`config.mk`:
```
export PLATFORM = sky130hd
export DESIGN_NAME = pic_control
export DESIGN_NICKNAME = d
export VERILOG_FILES = /design/src/verilog/pic_pkg.sv /design/src/verilog/pic_if.sv /design/src/verilog/init_sequencer.sv /design/src/verilog/ack_sequencer.sv /design/src/verilog/command_registers.sv /design/src/verilog/vector_output.sv /design/src/verilog/pic_control.sv
export SDC_FILE = /design/constraint.sdc
export NUM_CORES = 1
export LEC_CHECK = 0
export BUFFER_PORTS_ARGS = -buffer_cell sky130_fd_sc_hd__buf_2
export CAP_MARGIN = 20
export CORE_MARGIN = 2
export CORE_UTILIZATION = 40
export DETAILED_ROUTE_END_ITERATION = 10
export PLACE_DENSITY = 0.67
export SYNTH_ARGS = -nofsm -noshare
export SYNTH_HDL_FRONTEND = slang
export SYNTH_SLANG_ARGS = --single-unit
```
`constraint.sdc`:
```
create_clock -name write_initial_command_word_2_4 -period 1.47 [get_ports write_initial_command_word_2_4]
set_input_delay 0 -clock write_initial_command_word_2_4 [delete_from_list [all_inputs] [get_ports write_initial_command_word_2_4]]
set_output_delay 0 -clock write_initial_command_word_2_4 [all_outputs]
set_load 0.01 [all_outputs]
```
`src/verilog/pic_pkg.sv`:
```
package pic_pkg;

    // eight request lines, fixed by the three level bits of the vector byte
    localparam int IRQ_LINES = 8;

    typedef logic [IRQ_LINES-1:0] irq_vec_t;
    typedef logic [2:0]           level_t;
    // T7-T3 of the vector byte
    typedef logic [4:0]           vector_base_t;

    // encoding 2'b11 unused
    typedef enum logic [1:0] {
        INIT_READY = 2'b00,
        INIT_ICW2  = 2'b01,
        INIT_ICW4  = 2'b10
    } init_state_e;

    typedef enum logic [1:0] {
        ACK_IDLE   = 2'b00,
        ACK_FIRST  = 2'b01,
        ACK_SECOND = 2'b10
    } ack_state_e;

    // OCW2 R / SL / EOI field, data bits 7-5
    typedef enum logic [2:0] {
        ROT_AEOI_CLEAR  = 3'b000,
        NONSPEC_EOI     = 3'b001,
        SPEC_EOI        = 3'b011,
        ROT_AEOI_SET    = 3'b100,
        ROT_NONSPEC_EOI = 3'b101,
        SET_PRIORITY    = 3'b110,
        ROT_SPEC_EOI    = 3'b111
    } ocw2_cmd_e;

    function automatic irq_vec_t level_to_one_hot(input level_t level);
        irq_vec_t v;
        v        = '0;
        v[level] = 1'b1;
        return v;
    endfunction

    // lowest set bit wins, 7 when empty
    function automatic level_t one_hot_to_level(input irq_vec_t v);
        level_t level;
        level = 3'd7;
        for (int i = IRQ_LINES - 1; i >= 0; i--) begin
            if (v[i])
                level = level_t'(i);
        end
        return level;
    endfunction

endpackage

```
`src/verilog/pic_if.sv`:
```
// write enables from the init FSM to the register block
interface reg_write_if;
    logic icw2_we;
    logic icw4_we;
    logic ocw1_we;
    logic ocw2_we;
    logic ocw3_we;

    modport seq (
        output icw2_we, icw4_we, ocw1_we, ocw2_we, ocw3_we
    );

    modport regs (
        input icw2_we, icw4_we, ocw1_we, ocw2_we, ocw3_we
    );
endinterface

// acknowledge FSM status, shared by registers and vector drive
interface ack_status_if;
    pic_pkg::ack_state_e ack_state;
    logic                latch_in_service;
    logic                end_of_ack;
    logic                vector_phase;

    modport seq (
        output ack_state, latch_in_service, end_of_ack, vector_phase
    );

    modport user (
        input ack_state, latch_in_service, end_of_ack, vector_phase
    );
endinterface

```
`src/verilog/init_sequencer.sv`:
```
module init_sequencer (
    input  logic write_initial_command_word_2_4,
    input  logic rst_n,
    input  logic icw1_write,
    input  logic icw_write,
    input  logic ocw1_write,
    input  logic ocw2_write,
    input  logic ocw3_write,
    input  logic ic4,
    reg_write_if.seq wr
);

    pic_pkg::init_state_e state;
    pic_pkg::init_state_e next_state;

    // ICW1 restarts the sequence from any state
    always_comb begin
        next_state = state;
        if (icw1_write) begin
            next_state = pic_pkg::INIT_ICW2;
        end else if (icw_write) begin
            case (state)
                pic_pkg::INIT_ICW2: begin
                    // no ICW3, single master only
                    if (ic4)
                        next_state = pic_pkg::INIT_ICW4;
                    else
                        next_state = pic_pkg::INIT_READY;
                end
                pic_pkg::INIT_ICW4: begin
                    next_state = pic_pkg::INIT_READY;
                end
                default: begin
                    next_state = state;
                end
            endcase
        end
    end

    always_ff @(posedge write_initial_command_word_2_4 or negedge rst_n) begin
        if (!rst_n)
            state <= pic_pkg::INIT_READY;
        else
            state <= next_state;
    end

    // ICW strobes only in their own state
    assign wr.icw2_we = icw_write && (state == pic_pkg::INIT_ICW2);
    assign wr.icw4_we = icw_write && (state == pic_pkg::INIT_ICW4);

    // OCWs ignored until init done
    assign wr.ocw1_we = ocw1_write && (state == pic_pkg::INIT_READY);
    assign wr.ocw2_we = ocw2_write && (state == pic_pkg::INIT_READY);
    assign wr.ocw3_we = ocw3_write && (state == pic_pkg::INIT_READY);

    // never lands in the spare encoding
    state_legal_a: assert property (
        @(posedge write_initial_command_word_2_4) disable iff (!rst_n)
        state != pic_pkg::init_state_e'(2'b11)
    );

endmodule

```
`src/verilog/ack_sequencer.sv`:
```
module ack_sequencer (
    input  logic write_initial_command_word_2_4,
    input  logic rst_n,
    input  logic icw1_write,
    input  logic ocw2_write,
    input  logic interrupt_acknowledge_n,
    output logic freeze,
    ack_status_if.seq ack
);

    pic_pkg::ack_state_e state;
    pic_pkg::ack_state_e next_state;
    logic                prev_ack_n;
    logic                ack_fall;
    logic                ack_rise;

    // INTA sampled once for edge detect
    always_ff @(posedge write_initial_command_word_2_4 or negedge rst_n) begin
        if (!rst_n)
            prev_ack_n <= 1'b1;
        else if (icw1_write)
            prev_ack_n <= 1'b1;
        else
            prev_ack_n <= interrupt_acknowledge_n;
    end

    assign ack_fall = prev_ack_n & ~interrupt_acknowledge_n;
    assign ack_rise = ~prev_ack_n & interrupt_acknowledge_n;

    always_comb begin
        next_state = state;
        case (state)
            pic_pkg::ACK_IDLE: begin
                // OCW2 in flight holds off a new sequence
                if (ack_fall && !ocw2_write)
                    next_state = pic_pkg::ACK_FIRST;
            end
            pic_pkg::ACK_FIRST: begin
                if (ack_rise)
                    next_state = pic_pkg::ACK_SECOND;
            end
            pic_pkg::ACK_SECOND: begin
                if (ack_rise)
                    next_state = pic_pkg::ACK_IDLE;
            end
            default: begin
                next_state = pic_pkg::ACK_IDLE;
            end
        endcase
        if (icw1_write)
            next_state = pic_pkg::ACK_IDLE;
    end

    always_ff @(posedge write_initial_command_word_2_4 or negedge rst_n) begin
        if (!rst_n)
            state <= pic_pkg::ACK_IDLE;
        else
            state <= next_state;
    end

    assign ack.ack_state = state;
    // first INTA falling edge
    assign ack.latch_in_service = (state == pic_pkg::ACK_IDLE) &&
                                  (next_state != pic_pkg::ACK_IDLE);
    assign ack.end_of_ack = (state == pic_pkg::ACK_SECOND) &&
                            (next_state == pic_pkg::ACK_IDLE);
    // vector byte window while second INTA is low
    assign ack.vector_phase = (state == pic_pkg::ACK_SECOND) && !interrupt_acknowledge_n;
    // IRR held while a sequence is running or about to start
    assign freeze = (next_state != pic_pkg::ACK_IDLE);

    lis_single_a: assert property (
        @(posedge write_initial_command_word_2_4) disable iff (!rst_n)
        ack.latch_in_service |=> !ack.latch_in_service
    );

    // normal end pulse comes right after the vector byte window
    end_from_second_a: assert property (
        @(posedge write_initial_command_word_2_4) disable iff (!rst_n)
        (ack.end_of_ack && !icw1_write) |-> $past(ack.vector_phase)
    );

endmodule

```
`src/verilog/command_registers.sv`:
```
module command_registers (
    input  logic                  write_initial_command_word_2_4,
    input  logic                  rst_n,
    input  logic                  icw1_write,
    input  pic_pkg::irq_vec_t     data_bus,
    input  pic_pkg::irq_vec_t     highest_level_in_service,
    input  pic_pkg::irq_vec_t     acknowledged,
    reg_write_if.regs             wr,
    ack_status_if.user            ack,
    output logic                  ic4,
    output pic_pkg::vector_base_t vector_base,
    output logic                  level_or_edge_triggered_config,
    output pic_pkg::irq_vec_t     interrupt_mask,
    output pic_pkg::level_t       priority_rotate,
    output pic_pkg::irq_vec_t     end_of_interrupt,
    output logic                  enable_read_register,
    output logic                  read_register_isr_or_irr
);

    logic                aeoi;
    logic                auto_rotate;
    pic_pkg::ocw2_cmd_e  cmd;
    logic                spec_eoi_cmd;

    assign cmd = pic_pkg::ocw2_cmd_e'(data_bus[7:5]);
    assign spec_eoi_cmd = wr.ocw2_we &&
                          (cmd == pic_pkg::SPEC_EOI || cmd == pic_pkg::ROT_SPEC_EOI);

    // ICW1 LTIM and IC4, ICW2 base, ICW4 AEOI
    always_ff @(posedge write_initial_command_word_2_4 or negedge rst_n) begin
        if (!rst_n) begin
            level_or_edge_triggered_config <= 1'b0;
            ic4                            <= 1'b0;
            vector_base                    <= '0;
            aeoi                           <= 1'b0;
        end else if (icw1_write) begin
            level_or_edge_triggered_config <= data_bus[3];
            ic4                            <= data_bus[0];
            vector_base                    <= '0;
            aeoi                           <= 1'b0;
        end else begin
            if (wr.icw2_we)
                vector_base <= data_bus[7:3];
            if (wr.icw4_we)
                aeoi <= data_bus[1];
        end
    end

    // OCW1 mask, all lines masked until written
    always_ff @(posedge write_initial_command_word_2_4 or negedge rst_n) begin
        if (!rst_n)
            interrupt_mask <= '1;
        else if (icw1_write)
            interrupt_mask <= '1;
        else if (wr.ocw1_we)
            interrupt_mask <= data_bus;
    end

    // rotation mode and lowest priority level
    always_ff @(posedge write_initial_command_word_2_4 or negedge rst_n) begin
        if (!rst_n) begin
            auto_rotate     <= 1'b0;
            priority_rotate <= 3'd7;
        end else if (icw1_write) begin
            auto_rotate     <= 1'b0;
            priority_rotate <= 3'd7;
        end else if (auto_rotate && ack.end_of_ack) begin
            // served line drops to lowest priority
            priority_rotate <= pic_pkg::one_hot_to_level(acknowledged);
        end else if (wr.ocw2_we) begin
            case (cmd)
                pic_pkg::ROT_AEOI_CLEAR:  auto_rotate <= 1'b0;
                pic_pkg::ROT_AEOI_SET:    auto_rotate <= 1'b1;
                pic_pkg::ROT_NONSPEC_EOI:
                    priority_rotate <= pic_pkg::one_hot_to_level(highest_level_in_service);
                pic_pkg::SET_PRIORITY,
                pic_pkg::ROT_SPEC_EOI:    priority_rotate <= data_bus[2:0];
                default: begin
                end
            endcase
        end
    end

    // OCW3 RR and RIS
    always_ff @(posedge write_initial_command_word_2_4 or negedge rst_n) begin
        if (!rst_n) begin
            enable_read_register     <= 1'b1;
            read_register_isr_or_irr <= 1'b0;
        end else if (icw1_write) begin
            enable_read_register     <= 1'b1;
            read_register_isr_or_irr <= 1'b0;
        end else if (wr.ocw3_we) begin
            enable_read_register     <= data_bus[1];
            read_register_isr_or_irr <= data_bus[0];
        end
    end

    // EOI vector, automatic EOI takes precedence
    always_comb begin
        end_of_interrupt = '0;
        if (aeoi && ack.end_of_ack) begin
            end_of_interrupt = acknowledged;
        end else if (wr.ocw2_we) begin
            case (cmd)
                pic_pkg::NONSPEC_EOI,
                pic_pkg::ROT_NONSPEC_EOI: end_of_interrupt = highest_level_in_service;
                pic_pkg::SPEC_EOI,
                pic_pkg::ROT_SPEC_EOI:
                    end_of_interrupt = pic_pkg::level_to_one_hot(data_bus[2:0]);
                default:                  end_of_interrupt = '0;
            endcase
        end
    end

    spec_eoi_one_hot_a: assert property (
        @(posedge write_initial_command_word_2_4) disable iff (!rst_n)
        (spec_eoi_cmd && !(aeoi && ack.end_of_ack)) |-> $onehot(end_of_interrupt)
    );

endmodule

```
`src/verilog/vector_output.sv`:
```
module vector_output (
    input  logic                  write_initial_command_word_2_4,
    input  logic                  rst_n,
    input  logic                  icw1_write,
    input  pic_pkg::irq_vec_t     interrupt,
    input  pic_pkg::vector_base_t vector_base,
    ack_status_if.user            ack,
    output pic_pkg::irq_vec_t     acknowledged,
    output pic_pkg::irq_vec_t     clear_interrupt_request,
    output logic                  interrupt_to_cpu,
    output logic                  vector_out_enable,
    output logic [7:0]            vector_data
);

    // line taken on first INTA, held through the sequence
    always_ff @(posedge write_initial_command_word_2_4 or negedge rst_n) begin
        if (!rst_n)
            acknowledged <= '0;
        else if (icw1_write)
            acknowledged <= '0;
        else if (ack.end_of_ack)
            acknowledged <= '0;
        else if (ack.latch_in_service)
            acknowledged <= interrupt;
    end

    // ICW1 wipes the whole request register
    always_comb begin
        if (icw1_write)
            clear_interrupt_request = '1;
        else if (ack.latch_in_service)
            clear_interrupt_request = interrupt;
        else
            clear_interrupt_request = '0;
    end

    // INT to CPU, a pending request keeps it set
    always_ff @(posedge write_initial_command_word_2_4 or negedge rst_n) begin
        if (!rst_n)
            interrupt_to_cpu <= 1'b0;
        else if (icw1_write)
            interrupt_to_cpu <= 1'b0;
        else if (interrupt != '0)
            interrupt_to_cpu <= 1'b1;
        else if (ack.end_of_ack)
            interrupt_to_cpu <= 1'b0;
    end

    // vector byte, T7-T3 then the line number
    assign vector_out_enable = ack.vector_phase;
    assign vector_data = ack.vector_phase ?
                         {vector_base, pic_pkg::one_hot_to_level(acknowledged)} : 8'h00;

    vector_in_second_a: assert property (
        @(posedge write_initial_command_word_2_4) disable iff (!rst_n)
        vector_out_enable |-> ack.ack_state == pic_pkg::ACK_SECOND
    );

endmodule

```
`src/verilog/pic_control.sv`:
```
module pic_control (
    input  logic                 write_initial_command_word_2_4,
    input  logic                 rst_n,
    input  logic                 icw1_write,
    input  logic                 icw_write,
    input  logic                 ocw1_write,
    input  logic                 ocw2_write,
    input  logic                 ocw3_write,
    input  pic_pkg::irq_vec_t    data_bus,
    input  pic_pkg::irq_vec_t    interrupt,
    input  pic_pkg::irq_vec_t    highest_level_in_service,
    input  logic                 interrupt_acknowledge_n,
    output logic                 level_or_edge_triggered_config,
    output pic_pkg::irq_vec_t    interrupt_mask,
    output pic_pkg::level_t      priority_rotate,
    output pic_pkg::irq_vec_t    end_of_interrupt,
    output logic                 enable_read_register,
    output logic                 read_register_isr_or_irr,
    output logic                 interrupt_to_cpu,
    output logic                 freeze,
    output logic                 latch_in_service,
    output pic_pkg::irq_vec_t    clear_interrupt_request,
    output pic_pkg::irq_vec_t    acknowledge_interrupt,
    output logic                 vector_out_enable,
    output logic [7:0]           vector_data
);

    // IC4 back to the init FSM
    logic                  ic4;
    pic_pkg::vector_base_t vector_base;

    reg_write_if  wr ();
    ack_status_if ack ();

    // pulse also leaves the chip
    assign latch_in_service = ack.latch_in_service;

    init_sequencer init_sequencer_i (
        .write_initial_command_word_2_4 (write_initial_command_word_2_4),
        .rst_n                          (rst_n),
        .icw1_write                     (icw1_write),
        .icw_write                      (icw_write),
        .ocw1_write                     (ocw1_write),
        .ocw2_write                     (ocw2_write),
        .ocw3_write                     (ocw3_write),
        .ic4                            (ic4),
        .wr                             (wr.seq)
    );

    ack_sequencer ack_sequencer_i (
        .write_initial_command_word_2_4 (write_initial_command_word_2_4),
        .rst_n                          (rst_n),
        .icw1_write                     (icw1_write),
        .ocw2_write                     (ocw2_write),
        .interrupt_acknowledge_n        (interrupt_acknowledge_n),
        .freeze                         (freeze),
        .ack                            (ack.seq)
    );

    command_registers command_registers_i (
        .write_initial_command_word_2_4 (write_initial_command_word_2_4),
        .rst_n                          (rst_n),
        .icw1_write                     (icw1_write),
        .data_bus                       (data_bus),
        .highest_level_in_service       (highest_level_in_service),
        .acknowledged                   (acknowledge_interrupt),
        .wr                             (wr.regs),
        .ack                            (ack.user),
        .ic4                            (ic4),
        .vector_base                    (vector_base),
        .level_or_edge_triggered_config (level_or_edge_triggered_config),
        .interrupt_mask                 (interrupt_mask),
        .priority_rotate                (priority_rotate),
        .end_of_interrupt               (end_of_interrupt),
        .enable_read_register           (enable_read_register),
        .read_register_isr_or_irr       (read_register_isr_or_irr)
    );

    vector_output vector_output_i (
        .write_initial_command_word_2_4 (write_initial_command_word_2_4),
        .rst_n                          (rst_n),
        .icw1_write                     (icw1_write),
        .interrupt                      (interrupt),
        .vector_base                    (vector_base),
        .ack                            (ack.user),
        .acknowledged                   (acknowledge_interrupt),
        .clear_interrupt_request        (clear_interrupt_request),
        .interrupt_to_cpu               (interrupt_to_cpu),
        .vector_out_enable              (vector_out_enable),
        .vector_data                    (vector_data)
    );

endmodule

```
; ---- Word level (Yosys, flattened, before mapping)
; Index checks and enable logic that the tools add are counted.
[word_totals]
regBits = 36
latch_bits = 0
ram_bits = 0
rom_bits = 0
out_inout_bits = 50
elab_cells = 125
mem_count = 0
[classes]
n_addsub = 0
multipliers = 0
div_mod_pow = 0
order_cmp = 2
n_eq_ne = 11
shift = 0
n_mux = 56
bitwise_logic = 4
n_reduce_logical = 38
[op_table]
columns = cell, count
row1 = $mux 8, 10
row2 = $mux 3, 12
row3 = $mux 2, 10
row4 = $mux 1, 16
row5 = $pmux 8 s2, 1
row6 = $reduce_bool 3->1, 5
row7 = $reduce_bool 2->1, 7
row8 = $eq 3x3->1 const B, 4
row9 = $logic_and 1x1->1, 12
row10 = $mux 5, 2
row11 = $reduce_bool 8->1, 1
row12 = $logic_not 2->1, 3
row13 = $pmux 2 s3, 1
row14 = $pmux 3 s2, 1
row15 = $reduce_or 2->1, 3
row16 = $eq 2x1->1 const B, 2
row17 = $eq 2x2->1 const B, 2
row18 = $lt 3x4->1 const B, 1
row19 = $pmux 2 s2, 1
row20 = $reduce_and 2->1, 2
row21 = $reduce_bool 4->1, 1
row22 = $demux 1 s3, 1
row23 = $eq 3x1->1 const B, 1
row24 = $eq 3x2->1 const B, 1
row25 = other kinds (8), 11

; ---- Longest topological paths before layout
[depth]
ltp_word = 11
ltp_mapped = 7

; ---- By module
; A second synthesis with hierarchy kept.
[hier_totals]
cells_unflattened = 234
hier_area_um2 = 2202.1
[by_module_without_submodules]
columns = mod, n_inst, cells_per_inst, area_per_inst_um2, seq_area_each_um2
row1 = command_registers, 1, 143, 1312.5, 565.5
row2 = vector_output, 1, 58, 573.0, 225.2
row3 = ack_sequencer, 1, 19, 192.7, 76.3
row4 = init_sequencer, 1, 14, 123.9, 50.0

; ---- Least setup slack after synthesis
; Ideal clock, no wire load.
[synth_timing]
kind = reg2out
startpoint = reg ack_sequencer_i.prev_ack_n
endpoint = out end_of_interrupt[0]
arrival_time_ns = 1.470
setup_slack_ns = 0.000
stages_incl_launch_ff = 4
path_buffers = 0
path_cell_list = dfstp_2 -> and2b_2 -> o211ai_2 -> mux2_2
[synth_between]
elab_chain_cells = 9
word_cells_on_any_way = 13
cone_classes = mux: 6 / bitwise: 3 / reduce/logical: 4
[synth_rtl]
columns = item, line_no
row1 = start: declaration, ack_sequencer.sv:13  ; logic prev_ack_n;
row2 = start signal: assignment, ack_sequencer.sv:24  ; prev_ack_n <= interrupt_acknowledge_n;
row3 = $and 1x1->1 / $not 1->1 (equally long branches), "ack_sequencer.sv:27, ack_sequencer.sv:28"
row4 = $logic_and 1x1->1 / $and 1x1->1 (equally long branches), "ack_sequencer.sv:35, ack_sequencer.sv:28"
row5 = $mux 2 (on tied branches), "ack_sequencer.sv:35, ack_sequencer.sv:39, ack_sequencer.sv:43"
row6 = $pmux 2 s3 *, ack_sequencer.sv:32  ; case (state)
row7 = $mux 2 *, ack_sequencer.sv:50  ; if (icw1_write)
row8 = $logic_not 2->1 *, ack_sequencer.sv:66  ; (next_state == pic_pkg::ACK_IDLE);
row9 = $logic_and 1x1->1 *, ack_sequencer.sv:65  ; assign ack.end_of_ack = (state == pic_pkg::ACK_SECOND) &&
row10 = $logic_and 1x1->1 *, command_registers.sv:101  ; if (aeoi && ack.end_of_ack) begin
row11 = $mux 8 *, command_registers.sv:101
row12 = end: declaration, pic_control.sv:16  ; output pic_pkg::irq_vec_t end_of_interrupt,
; Every way passes the cells marked *; elsewhere a longest branch is shown, timed or not.

; ---- Worst setup path after layout
[layout_timing]
startpoint = reg ack_sequencer_i.prev_ack_n
endpoint = out end_of_interrupt[4]
; Same word-level chain as after synthesis.

==> results.cfg <==
[worst_setup_path]
critPathLaunchType = flip-flop
cp-end-kind = output port
required_ns = 1.47
critical_path_class = reg2out
worst-path-max-fanout = 8
worst_ep_arrival_time_ns = 1.85

[synth]
synth_flop_cell = dfrtp_1
seq_area_frac_synth_pct = 43.04
synth_compound_area_share_pct = 11.39
synth_top_family_by_area = simple AND/OR/NAND/NOR gates
synth-xor-area-share_pct = 0
ys_ff_latch = 36
synth_edf_count = 0
syn_inst = 238
ys_warn_count = 0
synthArstFlopShare_pct = 100.0
avgSynthCellArea_um2 = 8.953
synth_fp_nets = 270
yosys.area_share.simple_pct = 28.71
synth.mux.area_fraction_pct = 12.33
syn_area_um2 = 2131
yosys.area_share.adder_pct = 0
yosysUniqueCellTypes = 48

[timing]
finalSetupTns_ns = -4.880
finalCritPeriodShare_pct = 125.5
hold_slack_ns = -0.003855
fmax_ghz = 0.5418
maxSlewHeadroom_pct = 69.41
report.final.setup_viol = 35
worst_pin_slew_ns = 0.4553
rsz0062_at_grt = yes
hold_violations = 1
skew_ns = 0.002087
layout_setup_ws_ns = -0.3755
slew_viol_final = 0
layout_min_cycle_time_ns = 1.846

[die]
initial_utilization_pct = 41.46
core.rowCount = 26
die_h_um = 76.99
fp.dieArea_um2 = 5927
core_area_um2 = 5140
dieWidth_um = 76.99
pin_count = 82

[layout]
seq_area_um2 = 917.1
drive_gt1_share_pct = 49.57
mostFrequentLayoutCells = buf_2 (62), nor2_1 (32), nand2_1 (26), buf_6 (26), dfrtp_1 (23)
nNetsFinal = 380
multiInputGateArea_um2 = 1287
fin_cells = 419
fin_area_um2 = 3268
syn_to_final_growth_pct = 53.38
mostFrequentLayoutCell = buf_2
n_antenna_cell = 0
num-fill-cells = 454

[placed_design]
place_inst = 392
portBuffers = 81
placedInstanceArea_um2 = 2679
place.gp.congestion = 0.8085
dp_hpwl_um = 4316

[power]
irDropWorstVdd_mv = 0.4918
leakage_nw = 1.574
p_per_area_nw_per_um2 = 727.0
total_power_w = 0.002376

[clock_network]
cts.clk_slew.worst_paths_ns = 0.07
cts_num_sinks = 36
worstSkewPairLatency_ns = 0.29
clock_path_buffers = 2
tritoncts = done
numCtsBuffers = 5
ctsRootBufferMaster = clkbuf_8
htreeDepth = 2

[global_routing]
overflow = 0
grt_pass1_vias = 1994
grt_pass1_wl_um = 9853
antenna_found_initial = 0
grt_start_max_net_pins = 37
track_usage_pct = 20.67

[detailed_routing]
drc_errors = 0
wl_um = 6296
routed_via_density = 5.258
dr_total_vias = 2203
antenna_left = 0
drtPass1Iterations = 4
drtIter0Drc = 125
routedWlPerCell_um = 15.03

[run_status]
status = finished with violations
violations = hold timing, setup timing

[min_path]
hp-class = in2reg

[job]
maxCapViolCount = 0
[critical path, cell delays in order (launching register included)]
cell,delay [ns]
dfstp_2,0.53
and2b_2,0.23
o211ai_2,0.15
buf_6,0.16
mux2_2,0.35
buf_6,0.12
[repair_timing]
action | in CTS | in global routing
pin swaps | 4 | 15
endpoints found under the setup margin | 31 | 34
gates cloned | 1 | 0
buffers inserted | 3 | 8
hold buffers | 10 | 0
hold endpoints to repair | 36 | 0
resized for setup | 31 | 43
[flip-flops by register name (all words and copies together) (netlist names), 2 cells and up]
name,count
ack_sequencer_i.ack.ack_state,2
command_registers_i.vector_base,5
command_registers_i.interrupt_mask,8
init_sequencer_i.state,2
command_registers_i.priority_rotate,3
vector_output_i.acknowledged,8
[cells by family after synthesis]
kind of cell / Yosys count
AOI/OAI and AO/OA: 32
and+or+nand+nor: 126
buffers and inverters: 19
DFF: 36
muxes: 25
[layer usage]
metal	vias up	part of all wire, %	track usage, %
met5	-	0	0
met4	0	1.1	5.357
met3	10	5.3	4.706
met2	61	51	33.95
met1	1067	43	27.62
li1	1065	-	-
[final timing paths]
kind                       cells after the start  slack [ns]                                            to                                  start
max in group asynchronous                      3        0.85         command_registers_i.interrupt_mask[0]                                  rst_n
setup reg to reg                               6       -0.21        command_registers_i.priority_rotate[1]             ack_sequencer_i.prev_ack_n
min in group asynchronous                      3        0.27  command_registers_i.read_register_isr_or_irr                                  rst_n
setup / recovery                               5       -0.38                           end_of_interrupt[4]             ack_sequencer_i.prev_ack_n
hold / removal                                 2      -0.004                    ack_sequencer_i.prev_ack_n                interrupt_acknowledge_n
hold reg to reg                                2        0.49         command_registers_i.interrupt_mask[0]  command_registers_i.interrupt_mask[0]
[power by group]
group / switching (W) / total (W) / internal [W]
clock network: 0.000371 / 0.000752 / 0.000381
logic: 0.000295 / 0.000536 / 0.000241
registers: 0.0000312 / 0.00109 / 0.00106
[cell type report]
| cell class | count | share of cell area (%) |
|---|---|---|
| Sequential cell | 36 | 28.06 |
| Timing Repair Buffer | 115 | 26.19 |
| Inverter | 7 | 0.8040 |
| Clock inverter | 1 | 0.2297 |
| Tap cell | 70 | 2.680 |
| Multi-Input combinational cell | 183 | 39.40 |
| Clock buffer | 7 | 2.642 |
[synthesized netlist by cell type, drive strengths merged (2+ instances only)]
cell | number | area [µm²]
nand4 | 2 | 12.51
clkbuf | 7 | 26.28
mux2i | 15 | 150.1
a21oi | 7 | 35.03
mux2 | 10 | 112.6
dfstp | 13 | 341.6
nand3 | 20 | 100.1
nand2 | 39 | 146.4
o21ai | 4 | 20.01
a31oi | 2 | 12.51
o211ai | 2 | 20.02
inv | 6 | 22.52
and3 | 6 | 43.80
nor4 | 3 | 18.77
or2 | 2 | 12.51
nand2b | 2 | 12.51
and4b | 2 | 20.02
a22oi | 3 | 22.52
nor3 | 2 | 10.01
dfrtp | 23 | 575.6
o311ai | 2 | 17.52
nor2b | 6 | 37.54
and2b | 3 | 27.53
buf | 5 | 43.79
nor2 | 35 | 138.9
[metrics by stage]
step	setup WS, ns	util, %
2_1_floorplan	0.0004167	-
3_3_place_gp	-0.07330	52.12
3_5_place_dp	-0.08836	52.12
4_1_cts	-0.3682	59.59
5_1_grt	-0.4424	63.58
6_report	-0.3755	63.58
Power figures use the tool's default switching activity.
